==> src/common/intercon_pkg.sv <==
package intercon_pkg;

    // Bus geometry
    localparam int ADDR_WIDTH       = 28;
    localparam int DATA_WIDTH       = 32;
    localparam int SEL_WIDTH        = DATA_WIDTH / 8;
    localparam int NUM_MASTERS      = 2;
    localparam int MASTER_IDX_WIDTH = $clog2(NUM_MASTERS);

    // Address field widths below the crate flag
    localparam int REGION_WIDTH = 13;
    localparam int OFFSET_WIDTH = 14;

    // Memory map
    localparam logic [REGION_WIDTH-1:0] REGION_BANK0 = 13'd0;
    localparam logic [REGION_WIDTH-1:0] REGION_BANK1 = 13'd1;

    // Register bank contents
    localparam int                    BANK_WORDS = 8;
    localparam logic [DATA_WIDTH-1:0] BANK0_ID   = 32'h54524630;
    localparam logic [DATA_WIDTH-1:0] BANK1_ID   = 32'h54524631;

    // Crate space RAM size in words, as log2
    localparam int CRATE_DEPTH_LOG2 = 8;

    typedef struct packed {
        logic                    crate;
        logic [REGION_WIDTH-1:0] region;
        logic [OFFSET_WIDTH-1:0] offset;
    } wb_addr_fields_t;

    // Same 28-bit word seen flat or split into fields
    typedef union packed {
        logic [ADDR_WIDTH-1:0] raw;
        wb_addr_fields_t       f;
    } wb_addr_u;

endpackage

==> src/intercon/bus_intercon.sv <==
`timescale 1ns/1ps

module bus_intercon (
    input  logic                                 clk_i,
    input  logic                                 rst_i,
    input  logic [intercon_pkg::NUM_MASTERS-1:0] gnt_i,
    // Master 0
    input  logic                                 m0_cyc_i,
    input  logic                                 m0_stb_i,
    input  logic                                 m0_we_i,
    input  intercon_pkg::wb_addr_u               m0_adr_i,
    input  logic [intercon_pkg::DATA_WIDTH-1:0]  m0_dat_i,
    input  logic [intercon_pkg::SEL_WIDTH-1:0]   m0_sel_i,
    output logic [intercon_pkg::DATA_WIDTH-1:0]  m0_dat_o,
    output logic                                 m0_ack_o,
    output logic                                 m0_err_o,
    // Master 1
    input  logic                                 m1_cyc_i,
    input  logic                                 m1_stb_i,
    input  logic                                 m1_we_i,
    input  intercon_pkg::wb_addr_u               m1_adr_i,
    input  logic [intercon_pkg::DATA_WIDTH-1:0]  m1_dat_i,
    input  logic [intercon_pkg::SEL_WIDTH-1:0]   m1_sel_i,
    output logic [intercon_pkg::DATA_WIDTH-1:0]  m1_dat_o,
    output logic                                 m1_ack_o,
    output logic                                 m1_err_o,
    // Common slave bus
    output logic                                 s_stb_o,
    output logic                                 s_we_o,
    output intercon_pkg::wb_addr_u               s_adr_o,
    output logic [intercon_pkg::DATA_WIDTH-1:0]  s_dat_o,
    output logic [intercon_pkg::SEL_WIDTH-1:0]   s_sel_o,
    // Per slave
    output logic                                 b0_cyc_o,
    input  logic [intercon_pkg::DATA_WIDTH-1:0]  b0_dat_i,
    input  logic                                 b0_ack_i,
    output logic                                 b1_cyc_o,
    input  logic [intercon_pkg::DATA_WIDTH-1:0]  b1_dat_i,
    input  logic                                 b1_ack_i,
    output logic                                 ram_cyc_o,
    input  logic [intercon_pkg::DATA_WIDTH-1:0]  ram_dat_i,
    input  logic                                 ram_ack_i
);
    import intercon_pkg::*;

    logic                  cyc;
    logic                  stb;
    logic                  pick_m1;
    wb_addr_u              adr;
    logic                  sel_b0;
    logic                  sel_b1;
    logic                  sel_ram;
    logic                  unmapped;
    logic                  ack;
    logic [DATA_WIDTH-1:0] rdata;
    logic                  err_q;

    // Granted master drives the shared bus
    assign pick_m1 = gnt_i[1];
    assign cyc     = (m0_cyc_i & gnt_i[0]) | (m1_cyc_i & gnt_i[1]);
    assign stb     = (m0_stb_i & gnt_i[0]) | (m1_stb_i & gnt_i[1]);
    assign adr.raw = pick_m1 ? m1_adr_i.raw : m0_adr_i.raw;

    assign s_stb_o = stb;
    assign s_we_o  = pick_m1 ? m1_we_i : m0_we_i;
    assign s_adr_o = adr;
    assign s_dat_o = pick_m1 ? m1_dat_i : m0_dat_i;
    assign s_sel_o = pick_m1 ? m1_sel_i : m0_sel_i;

    // Address decode on the field view
    assign sel_ram  = adr.f.crate;
    assign sel_b0   = !adr.f.crate && (adr.f.region == REGION_BANK0);
    assign sel_b1   = !adr.f.crate && (adr.f.region == REGION_BANK1);
    assign unmapped = !(sel_ram || sel_b0 || sel_b1);

    assign b0_cyc_o  = cyc & sel_b0;
    assign b1_cyc_o  = cyc & sel_b1;
    assign ram_cyc_o = cyc & sel_ram;

    // Response from the decoded slave
    always_comb begin
        ack   = 1'b0;
        rdata = '0;
        if (sel_ram) begin
            ack   = ram_ack_i;
            rdata = ram_dat_i;
        end else if (sel_b1) begin
            ack   = b1_ack_i;
            rdata = b1_dat_i;
        end else if (sel_b0) begin
            ack   = b0_ack_i;
            rdata = b0_dat_i;
        end
    end

    // Unmapped strobe ends with a single-cycle err
    always_ff @(posedge clk_i) begin
        if (rst_i) begin
            err_q <= 1'b0;
        end else begin
            err_q <= cyc && stb && unmapped && !err_q;
        end
    end

    // Only the owner sees a response
    assign m0_dat_o = rdata;
    assign m1_dat_o = rdata;
    assign m0_ack_o = ack & gnt_i[0];
    assign m1_ack_o = ack & gnt_i[1];
    assign m0_err_o = err_q & gnt_i[0];
    assign m1_err_o = err_q & gnt_i[1];

endmodule

==> config.mk <==
export PLATFORM = sky130hd
export DESIGN_NAME = bus_intercon
export DESIGN_NICKNAME = d
export VERILOG_FILES = /design/src/common/intercon_pkg.sv /design/src/intercon/bus_intercon.sv
export SDC_FILE = /design/constraint.sdc
export NUM_CORES = 1
export LEC_CHECK = 0
export BUFFER_PORTS_ARGS = -buffer_cell sky130_fd_sc_hd__buf_2
export CAP_MARGIN = 5
export CELL_PAD_IN_SITES_DETAIL_PLACEMENT = 1
export CELL_PAD_IN_SITES_GLOBAL_PLACEMENT = 1
export CORE_AREA = 2 2 146 148
export DETAILED_ROUTE_END_ITERATION = 8
export DIE_AREA = 0 0 148 150
export HOLD_SLACK_MARGIN = 0.03
export PLACE_DENSITY_LB_ADDON = 0.08
export SETUP_SLACK_MARGIN = 0.3
export SLEW_MARGIN = 20
export SYNTH_ARGS = -nofsm -noshare
export SYNTH_HDL_FRONTEND = slang
export SYNTH_SLANG_ARGS = --single-unit
==> constraint.sdc <==
create_clock -name clk_i -period 2.58 [get_ports clk_i]
set_input_delay 0.258 -clock clk_i [delete_from_list [all_inputs] [get_ports clk_i]]
set_output_delay 0.258 -clock clk_i [all_outputs]
set_load 0.02 [all_outputs]
==> reports/metrics.yaml <==
grt:
  met3_usage_pct: 3.63
  grt.busiest_layer: "met2"
  grt-ovfl-total: 0
  grt_pass1_vias: 3405
  use_met2_pct: 22.9
  met1_usage_pct: 10.1
  grt_start_max_net_pins: 54
  antenna_found_initial: 0
  grt_pass1_wl_mm: 18.9
  grtUsageTotal_pct: 10.7
clock_tree:
  clk_pin_slew_ns: 0
  worstSkewPairLatency_ns: 0
  cts_setup_buffers: 0
setup_path:
  cp_slowest_cell: "o31ai_1"
  r2r_start: "err_q$_SDFF_PP0_"
  critPathArrivalTime_ns: 1.88
  crit_fanout: 15
  start_kind: "input port"
  cp_cell_sequence: "buf_4, nor4_2, nand4_1, and2_2, buf_12, o31ai_1, buf_2"
  cpPeakStageDelay_ns: 0.33
  critPathRequiredTime_ns: 2.32
  path_buf_inv: 3
  reg2reg_slack_ns: 1.91
  timing.rr.end: "err_q$_SDFF_PP0_"
  cp-end-kind: "primary output"
  path_class: "in -> out"
  startpoint: "gnt_i[1]"
  path_delay_family: "simple AND/OR/NAND/NOR gates"
  r2r_cells: 3
yosys:
  ys_seq_area_share_pct: 0.934
  yosysWarnings: 0
  synth_seq_cells: 1
  postSynthAreaPerCell_um2: 8.61
  yosys-top-cells-area: "mux2_2 33%, mux2i_1 16%, o31ai_2 16%"
  synthCells: 249
  synthesis.nets: 486
  synthMostInstantiatedCell: "mux2_2"
  synth-edff-count: 0
  synth_top_area_share_pct: 33.1
  async_flop_share_pct: 0
  synth_area_mm2: 0.00214
  ys_types: 24
  synth.largest_area_cell: "mux2_2"
  synthFlopType: "dfxtp_1"
  synthTopCellsByCount: "63 x mux2_2, 35 x mux2i_1, 35 x nand2_1"
floorplanning:
  num_rows: 53
  die_height_um: 150
  core-area_mm2: 0.0207
  die_w_um: 148
  io_pins: 374
  dieArea_mm2: 0.0222
  initial_utilization_pct: 10.4
timing:
  final-hold-violation-count: 0
  fmax_ghz: 0.468
  final_max_slew_viol_count: 0
  rsz0062_at_grt: "no"
  layout_setup_ws_ns: 0.443
  fin_skew_ns: 0
  period_minus_slack_ns: 2.14
  tns_ns: 0
  worst_pin_slew_ns: 0.342
  fin_crit_sh_pct: 82.8
  max-slew-margin-rel_pct: 77.2
  finalSetupViolCount: 0
run:
  drv_cap: 0
worst_hold_path:
  min_path_type: "in -> reg"
  hold_path_depth: 4
  hold_path_end: "err_q$_SDFF_PP0_"
  worstHoldStart: "rst_i"
power_and_ir_drop:
  power_leakage_uw: 0.00230
  powerDensity_mw_per_mm2: 207
  irDropWorstVdd_mv: 0.0530
drt:
  drt_iter0_markers: 25
  drc: 0
  wl_per_cell_um: 15.7
  dr.pass1.iters: 3
  via_count: 3179
  drtAntennaViolNets: 0
  totalWireLength_mm: 13.3
  via_per_inst: 3.74
placed_design:
  post-place-ws_ns: 0.267
  routabilityCongestion: 0.785
  place_hpwl_mm: 12.0
  io_buffers: 373
finish:
  largest-register: "err_q"
  antenna_cells: 0
  syn_to_final_growth_pct: 92.9
  reg_top3: "err_q (1)"
  fill_cells: 2618
  nNetsFinal: 815
  drive_gt1_share_pct: 83.5
  largest_reg_flops: 1
run_status:
  outcome: "finished clean"
==> layout by cell type, fill, tap and decap left out, types with 3 or more instances in the layout <==
master     n
buf_2    372
mux2_2    63
nand2_1   35
mux2i_1   34
o31ai_2   28
buf_4      6
nor3_1     5
nor2_1     4
o31ai_1    4
buf_12     4
nor4_2     3
==> tightest hold or removal path: cells and delay by family <==
kind / cells / cell delay, ns
buf+inv: 1 / 0.08
simple gates: 3 / 0.12
==> cells by family (layout without fill, tap and decap cells) <==
kind of cell    count (synthesis)  count (layout)  synth area share [%]
mux                            98              98                  49.4
buf+inv                        58             385                  18.3
simple gates                   56              56                  12.1
compound gates                 36              36                  19.3
flops                           1               1                 0.934
==> per-stage QoR <==
stage / total power, µW / instances / hold WS (ns) / utilization [%] / instance area, µm²
finish: 857 / 851 / 0.515 / 20.0 / 4130
global route: 927 / 851 / 0.533 / 20.0 / 4130
CTS: 873 / 851 / 0.518 / 19.9 / 4110
detailed placement: 870 / 851 / 0.518 / 19.8 / 4110
global placement: 863 / 851 / 0.509 / 19.8 / 4110
floorplan: 530 / 249 / 0.410 / - / 2140
==> cell type report <==
type / count / area (µm²) / share of cell area, %
timing repair buffer: 382 / 1990 / 48.1
inverter: 3 / 11.3 / 0.272
tap: 275 / 344 / 8.32
sequential: 1 / 20.0 / 0.484
multi-input combinational: 190 / 1770 / 42.9
==> how the worst max path moves through the flow <==
| stage | end | slack, ns | cells past startpoint |
|---|---|---|---|
| after detailed placement | m1_dat_o[14] | 0.27 | 7 |
| after global placement | m0_dat_o[14] | 0.25 | 7 |
| after global routing | m1_dat_o[16] | 0.30 | 7 |
| final | m1_dat_o[16] | 0.44 | 7 |
| after CTS | m1_dat_o[14] | 0.31 | 7 |
| after floorplan | m1_dat_o[14] | 0.40 | 7 |
==> report_power, final <==
group / switching [µW] / internal, µW / total [µW]
Sequential: 0.297 / 16.3 / 16.6
Clock: 0 / 0 / 0
Combinational: 467 / 373 / 840
==> layer usage <==
layer | vias to the layer above | share of wire (%) | wire length [µm]
met4 | 0 | 0.26 | 35
met2 | 191 | 57 | 7560
met3 | 2 | 11 | 1420
li1 | 1538 | - | -
met1 | 1448 | 32 | 4300
met5 | - | 0 | 0
==> repair_timing <==
action                     in CTS  in global routing
setup endpoints to repair       2                 47
hold buffers                    0                  0
resized for setup               1                  4
No activity file was read; power rests on OpenSTA's default activity.
