===== src/common/intercon_pkg.sv =====
package intercon_pkg;

    // Bus geometry
    localparam int ADDR_WIDTH       = 28;
    localparam int DATA_WIDTH       = 32;
    localparam int SEL_WIDTH        = DATA_WIDTH / 8;
    localparam int NUM_MASTERS      = 2;
    localparam int MASTER_IDX_WIDTH = $clog2(NUM_MASTERS);

    // Address field widths below the crate flag
    localparam int REGION_WIDTH = 13;
    localparam int OFFSET_WIDTH = 14;

    // Memory map
    localparam logic [REGION_WIDTH-1:0] REGION_BANK0 = 13'd0;
    localparam logic [REGION_WIDTH-1:0] REGION_BANK1 = 13'd1;

    // Register bank contents
    localparam int                    BANK_WORDS = 8;
    localparam logic [DATA_WIDTH-1:0] BANK0_ID   = 32'h54524630;
    localparam logic [DATA_WIDTH-1:0] BANK1_ID   = 32'h54524631;

    // Crate space RAM size in words, as log2
    localparam int CRATE_DEPTH_LOG2 = 8;

    typedef struct packed {
        logic                    crate;
        logic [REGION_WIDTH-1:0] region;
        logic [OFFSET_WIDTH-1:0] offset;
    } wb_addr_fields_t;

    // Same 28-bit word seen flat or split into fields
    typedef union packed {
        logic [ADDR_WIDTH-1:0] raw;
        wb_addr_fields_t       f;
    } wb_addr_u;

endpackage


===== src/hdl/ctrl_reg_bank.sv =====
`timescale 1ns/1ps

module ctrl_reg_bank #(
    parameter logic [31:0] BANK_ID = 32'h0
) (
    input  logic                                clk_i,
    input  logic                                rst_i,
    input  logic                                cyc_i,
    input  logic                                stb_i,
    input  logic                                we_i,
    input  intercon_pkg::wb_addr_u              adr_i,
    input  logic [intercon_pkg::DATA_WIDTH-1:0] dat_i,
    input  logic [intercon_pkg::SEL_WIDTH-1:0]  sel_i,
    output logic [intercon_pkg::DATA_WIDTH-1:0] dat_o,
    output logic                                ack_o
);
    import intercon_pkg::*;

    logic [DATA_WIDTH-1:0]         regs [1:BANK_WORDS-1];
    logic [$clog2(BANK_WORDS)-1:0] word_idx;
    logic                          req;
    logic                          ack_q;
    logic [DATA_WIDTH-1:0]         dat_q;

    // Upper offset bits alias onto the same eight words
    assign word_idx = adr_i.f.offset[4:2];

    // New access only while no ack is out
    assign req = cyc_i && stb_i && !ack_q;

    always_ff @(posedge clk_i) begin
        if (rst_i) begin
            ack_q <= 1'b0;
            for (int w = 1; w < BANK_WORDS; w++) begin
                regs[w] <= '0;
            end
        end else begin
            ack_q <= req;
            // Word 0 is the ID and stays read-only
            if (req && we_i && word_idx != '0) begin
                for (int b = 0; b < SEL_WIDTH; b++) begin
                    if (sel_i[b]) begin
                        regs[word_idx][8*b +: 8] <= dat_i[8*b +: 8];
                    end
                end
            end
        end
    end

    // Read data lines up with ack
    always_ff @(posedge clk_i) begin
        if (req) begin
            dat_q <= (word_idx == '0) ? BANK_ID : regs[word_idx];
        end
    end

    assign dat_o = dat_q;
    assign ack_o = ack_q;

endmodule


===== config.mk =====
export PLATFORM = sky130hd
export DESIGN_NAME = ctrl_reg_bank
export DESIGN_NICKNAME = d
export VERILOG_FILES = /design/src/common/intercon_pkg.sv /design/src/hdl/ctrl_reg_bank.sv
export SDC_FILE = /design/constraint.sdc
export NUM_CORES = 1
export LEC_CHECK = 0
export BUFFER_PORTS_ARGS = -buffer_cell sky130_fd_sc_hd__buf_4
export CAP_MARGIN = 15
export CORE_MARGIN = 2
export CORE_UTILIZATION = 66
export CTS_BUF_LIST = sky130_fd_sc_hd__clkbuf_4 sky130_fd_sc_hd__clkbuf_8
export CTS_CLUSTER_DIAMETER = 150
export CTS_CLUSTER_SIZE = 28
export DETAILED_ROUTE_END_ITERATION = 7
export PLACE_DENSITY = 0.84
export SLEW_MARGIN = 20
export SYNTH_ARGS = -nofsm -noshare
export SYNTH_HDL_FRONTEND = slang
export SYNTH_SLANG_ARGS = --single-unit

===== constraint.sdc =====
create_clock -name clk_i -period 6 [get_ports clk_i]
set_input_delay 0.3 -clock clk_i [delete_from_list [all_inputs] [get_ports clk_i]]
set_output_delay 0.3 -clock clk_i [all_outputs]
set_load 0.1 [all_outputs]

==> impl_metrics.csv, run 1 <==
group,metric,value,unit
status,status,"completed",
yosys,yosysTopAreaCell,"edfxtp_1",
final_layout,syn_to_final_growth,7.86,%
yosys,synth_area_per_cell,12.6,um2
pwr,power.share.clock,0.231,
yosys,ys_ff_latch,257,
floorplanning,row_count,47,
setup_path,worstSetupEndpointType,"register",
place,gp_congestion,0.774,
yosys,synth_cell_types,34,
pwr,p_per_area,257,nW/um2
sta,relSlewSlack,0.298,
clocking,htreeDepth,1,
grt,first_global_vias,7256,
place,dpl.cell_count,1147,
yosys,ys.flop_type,"edfxtp_1",
drt,via_count,7339,
sta,setup_violations,0,
pwr,p_int,2360,uW
sta,drv_slew,0,
pwr,p_sw_frac,0.251,
setup_path,crit_fanout,19,
place,post-dp-hpwl,14700,um
yosys,synth_edf_count,256,
yosys,synthesis.area,11400,um2
floorplanning,fp.dieH,135,um
yosys,synth.most_common_cell,"edfxtp_1",
setup_path,worstSetupPathType,"register to register",
clocking,cts-resized-gates,0,
final_layout,postLayoutCellArea,12300,um2
yosys,ys_seq_area_frac,0.678,
floorplanning,io_pins,102,
yosys,synth_nets,973,
clocking,cts_setup_buffers,0,
place,portBuffers,76,
place,place_area,12000,um2
floorplanning,die-area,18300,um2
drt,routed_wl,24400,um
yosys,synth_top_area_share,0.676,
final_layout,diodes,0,
setup_path,cp.required,6.15,ns
clocking,cts-hold-fix-buffers,0,
sta,fin_crit,3.03,ns
grt,antenna_found_initial,0,
sta,rsz0062_at_grt,"no",
yosys,netlist_top_cells_count,"edfxtp_1 (256), nor2_1 (229), nand2_1 (70), mux2i_1 (66)",
yosys,synth_area_leaders,"edfxtp_1 (68%), nor2_1 (7.6%), mux2i_1 (5.8%)",
drt,drc_errors,0,
min_path,hp-start,"dat_i[19]",
grt,grt_overflow,0,
pwr,p_seq_frac,0.658,
setup_path,reg2reg_slack,2.97,ns
final_layout,nets,1012,
min_path,hold_end,"regs[1][19]$_SDFFCE_PN0P_",
grt,grt_max_degree,87,
final_layout,utilization,0.734,
clocking,cts_sinks,257,
clocking,cts-root-buf,"clkbuf_8",
yosys,yosysWarnings,0,
clocking,clockBufferDepth,3,
clocking,cts-buffers-inserted,13,
pwr,p_comb_frac,0.111,
drt,routed_via_density,6.32,
setup_path,cp-start-kind,"register",
pwr,p_sw,788,uW
floorplanning,initial_core_util,0.681,
floorplanning,die_x,135,um
pwr,total_power,3150,uW
pwr,leakage,0.00453,uW
final_layout,drive_above_1_share,0.123,
sta,fmaxAchievable,330,MHz
sta,final-hold-violation-count,0,
clocking,path_clk_slew,0.15,ns
yosys,syn_inst,904,
grt,grt_usage,0.274,
drt,first_iter_violations,1008,
sta,worst_pin_slew,1.05,ns
setup_path,arrival,3.18,ns
drt,first_pass_iters,5,
clocking,cts_tree,"built",
grt,grt_pass1_wl,38100,um
floorplanning,fp.coreArea,16700,um2
clocking,clk_latency,0.53,ns
pwr,peakVddDrop,0.222,mV
min_path,hp-class,"input port to register",
setup_path,r2r_end,"regs[5][6]$_SDFFCE_PN0P_",
flow_run,cap_violations,0,
yosys,async_flop_share,0,
setup_path,reg2reg_depth,4,
final_layout,stdcell_count,1162,
drt,ant_nets,0,
sta,fin_skew,0.0443,ns
sta,finalSetupTns,0,ns
sta,period_share,0.505,
min_path,worstHoldPathCells,2,
drt,wl_per_cell,21.0,um
setup_path,timing.rr.start,"ack_o$_SDFF_PP0_",
-- sequential cells by signal, summed over array words and instances (netlist names) --
name and count:
dat_o 32, ack_o 1, regs 224
-- cells by family (layout without fill, tap and decap cells) --
kind of cell           Yosys count  in the layout  synth area share
muxes                           66             66            0.0581
and+or+nand+nor                391            391             0.156
DFF                            257            257             0.678
buffers and inverters           68            106            0.0270
AOI/OAI and AO/OA              122            122            0.0806
-- per-layer routing --
| layer | vias to the layer above | GRT usage | share of wire |
|---|---|---|---|
| li1 | 3314 | - | - |
| met1 | 3598 | 0.395 | 0.40 |
| met2 | 377 | 0.449 | 0.49 |
| met3 | 50 | 0.0262 | 0.085 |
| met4 | 0 | 0.0943 | 0.028 |
| met5 | - | 0 | 0 |
-- through the flow --
| stage | worst slack, ns | hold WS, ns |
|---|---|---|
| 4_1_cts | 3.05 | 0.0528 |
| 2_1_floorplan | 3.40 | 0.443 |
| 3_5_place_dp | 3.00 | 0.542 |
| 5_1_grt | 2.86 | 0.0502 |
| 6_report | 2.97 | 0.0633 |
| 3_3_place_gp | 3.07 | 0.527 |
-- cells in the final DEF, fill, tap and decap left out, types with 3 or more instances in the layout --
master / instances
o21ai_0: 31
edfxtp_1: 256
a22o_1: 29
nand2_1: 70
mux2i_1: 66
nor3b_2: 5
and3b_1: 5
nand2b_1: 3
nor2_1: 228
nor3b_1: 3
and2_1: 32
buf_4: 87
a21o_1: 17
a211o_1: 30
nor4_4: 4
o21bai_1: 12
nand3_1: 30
clkbuf_8: 13
inv_1: 4
-- worst max-delay path, stage by stage, from the launching register on --
cell      delay, ns
dfxtp_1        0.38
and4b_1        0.42
nand3b_1       0.58
buf_4          0.46
o21bai_1       0.84
-- how the worst max path moves through the flow --
stage,slack [ns],depth (start not counted),end,startpoint
3_5_place_dp,3.00,5,regs[3][13]$_SDFFCE_PN0P_,adr_i[4]
4_1_cts,3.05,4,regs[3][5]$_SDFFCE_PN0P_,ack_o$_SDFF_PP0_
5_1_grt,2.86,4,regs[3][2]$_SDFFCE_PN0P_,ack_o$_SDFF_PP0_
6_report,2.97,4,regs[5][6]$_SDFFCE_PN0P_,ack_o$_SDFF_PP0_
3_3_place_gp,3.07,5,regs[3][10]$_SDFFCE_PN0P_,adr_i[4]
2_1_floorplan,3.40,1,dat_o[0]$_SDFFCE_PP0N_,ack_o$_SDFF_PP0_
-- power by group through the flow --
stage / Clock (uW) / Sequential [uW] / Combinational [uW]
2_1_floorplan: 0 / 2190 / 159
3_3_place_gp: 0 / 2110 / 340
3_5_place_dp: 0 / 2110 / 347
4_1_cts: 727 / 2070 / 348
5_1_grt: 785 / 2080 / 372
6_report: 726 / 2070 / 350
-- cell type report --
cell class / count / area (um2)
Timing Repair Buffer: 88 / 681
Fill cell: 1160 / 4440
Tap cell: 220 / 275
Clock buffer: 13 / 179
Inverter: 4 / 15.0
Multi-Input combinational cell: 579 / 3380
Sequential cell: 257 / 7710
Clock inverter: 1 / 30.0
Note: power is estimated with default switching activity, not from simulation.
==> run 2: changes to the inputs <==
--- a/config.mk
+++ b/config.mk
@@ -8,12 +8,12 @@
 export BUFFER_PORTS_ARGS = -buffer_cell sky130_fd_sc_hd__buf_4
 export CAP_MARGIN = 15
 export CORE_MARGIN = 2
-export CORE_UTILIZATION = 66
+export CORE_UTILIZATION = 55
 export CTS_BUF_LIST = sky130_fd_sc_hd__clkbuf_4 sky130_fd_sc_hd__clkbuf_8
 export CTS_CLUSTER_DIAMETER = 150
 export CTS_CLUSTER_SIZE = 28
 export DETAILED_ROUTE_END_ITERATION = 7
-export PLACE_DENSITY = 0.84
+export PLACE_DENSITY = 0.75
 export SLEW_MARGIN = 20
 export SYNTH_ARGS = -nofsm -noshare
 export SYNTH_HDL_FRONTEND = slang
==> constraint.sdc (replaced) <==
create_clock -name clk_i -period 2.6 [get_ports clk_i]
set_input_delay 0.13 -clock clk_i [delete_from_list [all_inputs] [get_ports clk_i]]
set_output_delay 0.13 -clock clk_i [all_outputs]
set_load 0.1 [all_outputs]
==> run 2 against run 1 <==
  * Final cell count grew 9.6%
  * Count of clock-buffer cells in the layout grew 4
  * Flip-flop and latch count is the same
  * Setup slack lost 2.5 ns
  * Largest cell class unchanged
  * Clock power grew 140%
  * Routed wire length grew 1.3%
==> impl_metrics.csv, run 2 (synthesized netlist as in run 1, its figures left out) <==
group,metric,value,unit
status,status,"completed",
setup_path,reg2reg_depth,4,
sta,fin_skew,0.0533,ns
place,gp_congestion,0.823,
clocking,cts_sinks,257,
clocking,cts-hold-fix-buffers,34,
drt,routed_wl,24700,um
drt,first_pass_iters,5,
pwr,leakage,0.00480,uW
setup_path,crit_path_start,"ack_o$_SDFF_PP0_",
min_path,worstHoldPathCells,3,
final_layout,final_common_cell,"edfxtp_1",
floorplanning,io_pins,102,
setup_path,cp.required,2.83,ns
sta,final-hold-violation-count,0,
clocking,clk_latency,0.52,ns
sta,fin_crit,2.15,ns
floorplanning,fp.dieH,148,um
drt,routed_via_density,5.69,
final_layout,largest_register_ffs,224,
final_layout,utilization,0.636,
grt,grt_max_degree,53,
final_layout,final_cell_mix,"edfxtp_1 (256), nor2_1 (228), buf_4 (111)",
setup_path,cp-start-kind,"register",
flow_run,cap_violations,0,
drt,drc_errors,0,
floorplanning,die_x,148,um
place,portBuffers,76,
clocking,cts_setup_buffers,0,
sta,fmaxAchievable,466,MHz
final_layout,nets,1070,
drt,wl_per_cell,19.4,um
floorplanning,row_count,52,
sta,relSlewSlack,0.443,
drt,ant_nets,0,
setup_path,worstSetupPathType,"register to register",
setup_path,worstSetupEndpointType,"register",
sta,period_share,0.826,
clocking,cts-buffers-inserted,13,
floorplanning,die-area,21800,um2
grt,grt_overflow,0,
clocking,cts-resized-gates,0,
clocking,clockBufferDepth,3,
drt,first_iter_violations,630,
clocking,cts-root-buf,"clkbuf_8",
grt,first_global_vias,7080,
sta,rsz0062_at_grt,"no",
sta,setup_violations,0,
setup_path,arrival,2.38,ns
setup_path,r2r_end,"regs[5][12]$_SDFFCE_PN0P_",
sta,worst_pin_slew,0.835,ns
sta,finalSetupTns,0,ns
clocking,cts_tree,"built",
floorplanning,initial_core_util,0.562,
clocking,htreeDepth,1,
final_layout,regMostFlops,"regs",
setup_path,reg2reg_slack,0.45,ns
final_layout,syn_to_final_growth,13.2,%
final_layout,diodes,0,
setup_path,timing.rr.start,"ack_o$_SDFF_PP0_",
grt,grt_pass1_wl,38200,um
grt,antenna_found_initial,0,
min_path,hp-class,"input port to register",
setup_path,setup.worst_path.end,"regs[5][12]$_SDFFCE_PN0P_",
final_layout,drive_above_1_share,0.143,
drt,via_count,7248,
sta,drv_slew,0,
grt,grt_usage,0.229,
place,post-dp-hpwl,15500,um
floorplanning,fp.coreArea,20200,um2
clocking,path_clk_slew,0.15,ns
pwr,p_per_area,572,nW/um2
setup_path,crit_fanout,11,
pwr,peakVddDrop,0.345,mV
run 2: cell types whose count changed in the layout (fill, tap and decap cells not counted), sizes merged:
cell,before,now
buf,88,112
dlygate4sd3,0,34
clkbuf,13,17
run 2: worst min-delay path by stage:
stage / from / end / slack, ns
3_5_place_dp: dat_i[1] / regs[1][1]$_SDFFCE_PN0P_ / 0.44
3_3_place_gp: dat_i[9] / regs[1][9]$_SDFFCE_PN0P_ / 0.44
2_1_floorplan: stb_i / ack_o$_SDFF_PP0_ / 0.29
5_1_grt: cyc_i / dat_o[1]$_SDFFCE_PP0N_ / 0.07
6_report: cyc_i / dat_o[1]$_SDFFCE_PP0N_ / 0.09
4_1_cts: cyc_i / dat_o[1]$_SDFFCE_PP0N_ / 0.07
run 2: final cells by class:
cell class                 count  area [um2]
multi-input combinational    579        3380
clock buffer                  17         209
clock inverter                 1        30.0
tap                          270         338
fill                        1528        7370
sequential                   257        7710
inverter                       4        15.0
timing repair buffer         146        1190
run 2: worst max-delay path: stages (launching register included):
cell	delay, ns
dfxtp_1	0.39
and4b_1	0.42
nand3b_1	0.48
o21bai_1	0.36
buf_4	0.21
run 2: where the power goes:
part	internal, uW	total, uW	leakage (uW)	switching, uW
Sequential	4720	4770	0.00258	46.9
Combinational	281	873	0.00209	592
Clock	550	1720	0.000123	1170
run 2: metrics by stage:
| stage | setup slack, ns | hold slack (ns) | cells | power, uW | instance area (um2) |
|---|---|---|---|---|---|
| final | 0.452 | 0.0871 | 1274 | 7360 | 12900 |
| after floorplan | 0.332 | 0.293 | 904 | 5420 | 11400 |
| after global routing | 0.348 | 0.0656 | 1274 | 7600 | 12900 |
| after detailed placement | 0.426 | 0.436 | 1222 | 5700 | 12300 |
| after CTS | 0.479 | 0.0687 | 1274 | 7380 | 12900 |
| after global placement | 0.434 | 0.436 | 1222 | 5680 | 12300 |
run 2: per-layer routing:
layer	routed length (um)	up-vias	GRT usage
met5	0	-	0
met4	580	0	0.0721
met3	1970	41	0.0364
met2	11900	287	0.372
met1	10200	3490	0.321
li1	-	3430	-
==> run 3: changes to the inputs <==
--- a/config.mk
+++ b/config.mk
@@ -8,12 +8,12 @@
 export BUFFER_PORTS_ARGS = -buffer_cell sky130_fd_sc_hd__buf_4
 export CAP_MARGIN = 15
 export CORE_MARGIN = 2
-export CORE_UTILIZATION = 55
+export CORE_UTILIZATION = 61
 export CTS_BUF_LIST = sky130_fd_sc_hd__clkbuf_4 sky130_fd_sc_hd__clkbuf_8
 export CTS_CLUSTER_DIAMETER = 150
 export CTS_CLUSTER_SIZE = 28
 export DETAILED_ROUTE_END_ITERATION = 7
-export PLACE_DENSITY = 0.75
+export PLACE_DENSITY = 0.78
 export SLEW_MARGIN = 20
 export SYNTH_ARGS = -nofsm -noshare
 export SYNTH_HDL_FRONTEND = slang
==> constraint.sdc (replaced) <==
create_clock -name clk_i -period 2 [get_ports clk_i]
set_input_delay 0.1 -clock clk_i [delete_from_list [all_inputs] [get_ports clk_i]]
set_output_delay 0.1 -clock clk_i [all_outputs]
set_load 0.1 [all_outputs]
==> run 3 against run 2 <==
  * Flip-flop and latch count did not move
  * Fmax rose by 14%
  * Power rose by 31%
  * Global-route usage rose by 2.7 points
  * Sequential share of layout area fell by 0.89 points
  * Combinational power rose by 34%
  * Clock skew fell by 0.012 ns
  * Register-to-register slack got worse by 0.33 ns
  * Sequential power rose by 30%
  * Largest cell class unchanged
  * Largest power group unchanged
==> impl_metrics.csv, run 3 (synthesized netlist as in run 1, its figures left out) <==
group,metric,value,unit
setup_path,cp.required,2.25,ns
sta,hold-worst-slack,0.0893,ns
pwr,p_per_area,736,nW/um2
final_layout,syn_to_final_growth,14.9,%
setup_path,reg2reg_depth,5,
final_layout,final_cell_mix,"edfxtp_1 (256), nor2_1 (228), buf_4 (123)",
setup_path,worstSetupEndpointType,"register",
min_path,hp-start,"rst_i",
floorplanning,fp.coreArea,18100,um2
place,place_area,12500,um2
min_path,worstHoldPathCells,2,
sta,fin_crit,1.88,ns
drt,routed_via_density,5.90,
pwr,peakVddDrop,0.602,mV
setup_path,arrival,2.14,ns
drt,ant_nets,0,
clocking,cts_setup_buffers,0,
clocking,path_clk_slew,0.14,ns
sta,final-hold-violation-count,0,
flow_run,cap_violations,0,
setup_path,worstSetupPathType,"register to register",
grt,grt_pass1_wl,38700,um
clocking,cts-root-buf,"clkbuf_8",
sta,setup_violations,0,
clocking,clk_latency,0.51,ns
drt,first_pass_iters,5,
floorplanning,die_x,141,um
grt,grt_overflow,0,
sta,worst_pin_slew,0.851,ns
final_layout,nets,1087,
final_layout,regMostFlops,"regs",
drt,via_count,7381,
pwr,leakage,0.00494,uW
sta,finalSetupTns,0,ns
place,portBuffers,76,
setup_path,cp-start-kind,"register",
clocking,htreeDepth,1,
grt,antenna_found_initial,0,
final_layout,diodes,0,
place,dp_slack,0.128,ns
sta,fin_skew,0.0410,ns
drt,wl_per_cell,19.9,um
floorplanning,die-area,19700,um2
grt,grt_max_degree,57,
setup_path,crit_fanout,8,
clocking,cts-buffers-inserted,13,
final_layout,final_common_cell,"edfxtp_1",
floorplanning,io_pins,102,
final_layout,largest_register_ffs,224,
final_layout,postLayoutCellArea,13100,um2
drt,first_iter_violations,720,
floorplanning,initial_core_util,0.627,
sta,fin_ws,0.118,ns
clocking,cts_sinks,257,
setup_path,timing.rr.start,"ack_o$_SDFF_PP0_",
floorplanning,row_count,49,
grt,grt_usage,0.255,
sta,rsz0062_at_grt,"no",
sta,relSlewSlack,0.430,
grt,first_global_vias,7224,
clocking,clockBufferDepth,3,
final_layout,utilization,0.720,
drt,drc_errors,0,
sta,period_share,0.941,
sta,drv_slew,0,
final_layout,drive_above_1_share,0.171,
min_path,hp-class,"input port to register",
sta,fmaxAchievable,531,MHz
floorplanning,fp.dieH,141,um
place,gp_congestion,0.807,
drt,routed_wl,24800,um
place,post-dp-hpwl,15900,um
setup_path,crit_path_start,"ack_o$_SDFF_PP0_",
status,status,"completed",
clocking,cts_tree,"built",
==> run 3: cell types whose count changed in the layout (fill, tap and decap cells not counted), sizes merged <==
cell  previous run  this run
buf            112       129
==> run 3: cell type report <==
type | instances | area [um2]
well taps | 229 | 287
repair buffers | 163 | 1380
clock buffers | 17 | 209
inverters | 4 | 15.0
multi-input cells | 579 | 3430
fillers | 1241 | 5080
flip-flops and latches | 257 | 7710
clock inverters | 1 | 30.0
==> run 3: path summary, 6_finish.rpt <==
check	slack (ns)	endpoint
setup / recovery	0.12	regs[5][6]$_SDFFCE_PN0P_
hold / removal	0.09	ack_o$_SDFF_PP0_
setup reg to reg	0.12	regs[5][6]$_SDFFCE_PN0P_
hold reg to reg	0.49	ack_o$_SDFF_PP0_
==> run 3: through the flow <==
step | std cells | total power [uW]
after floorplan | 904 | 7050
after global placement | 1198 | 7420
after detailed placement | 1198 | 7440
after CTS | 1250 | 9640
after global routing | 1250 | 9900
final | 1250 | 9610
==> run 3: what timing repair did <==
action	in CTS	in global routing
hold buffers	34	0
setup endpoints to repair	0	1
endpoints found under the hold margin	222	0
gates resized for setup	0	1
==> run 3: worst max-delay path, stage by stage (launching register included) <==
cell and delay, ns:
dfxtp_2 0.38, and4b_1 0.40, nand3b_1 0.26, buf_4 0.24
o21bai_2 0.19, buf_12 0.15
==> run 3: report_power, final <==
group          leakage [uW]  total, uW  internal [uW]  switching (uW)
logic               0.00224       1170            395             776
registers           0.00258       6200           6140            61.9
clock network      0.000123       2240            714            1520
==> run 3: metal layers <==
metal	up-vias	part of all wire	GRT usage
li1	3466	-	-
met4	0	0.017	0.0647
met2	329	0.50	0.436
met1	3555	0.41	0.361
met5	-	0	0
met3	31	0.076	0.0236
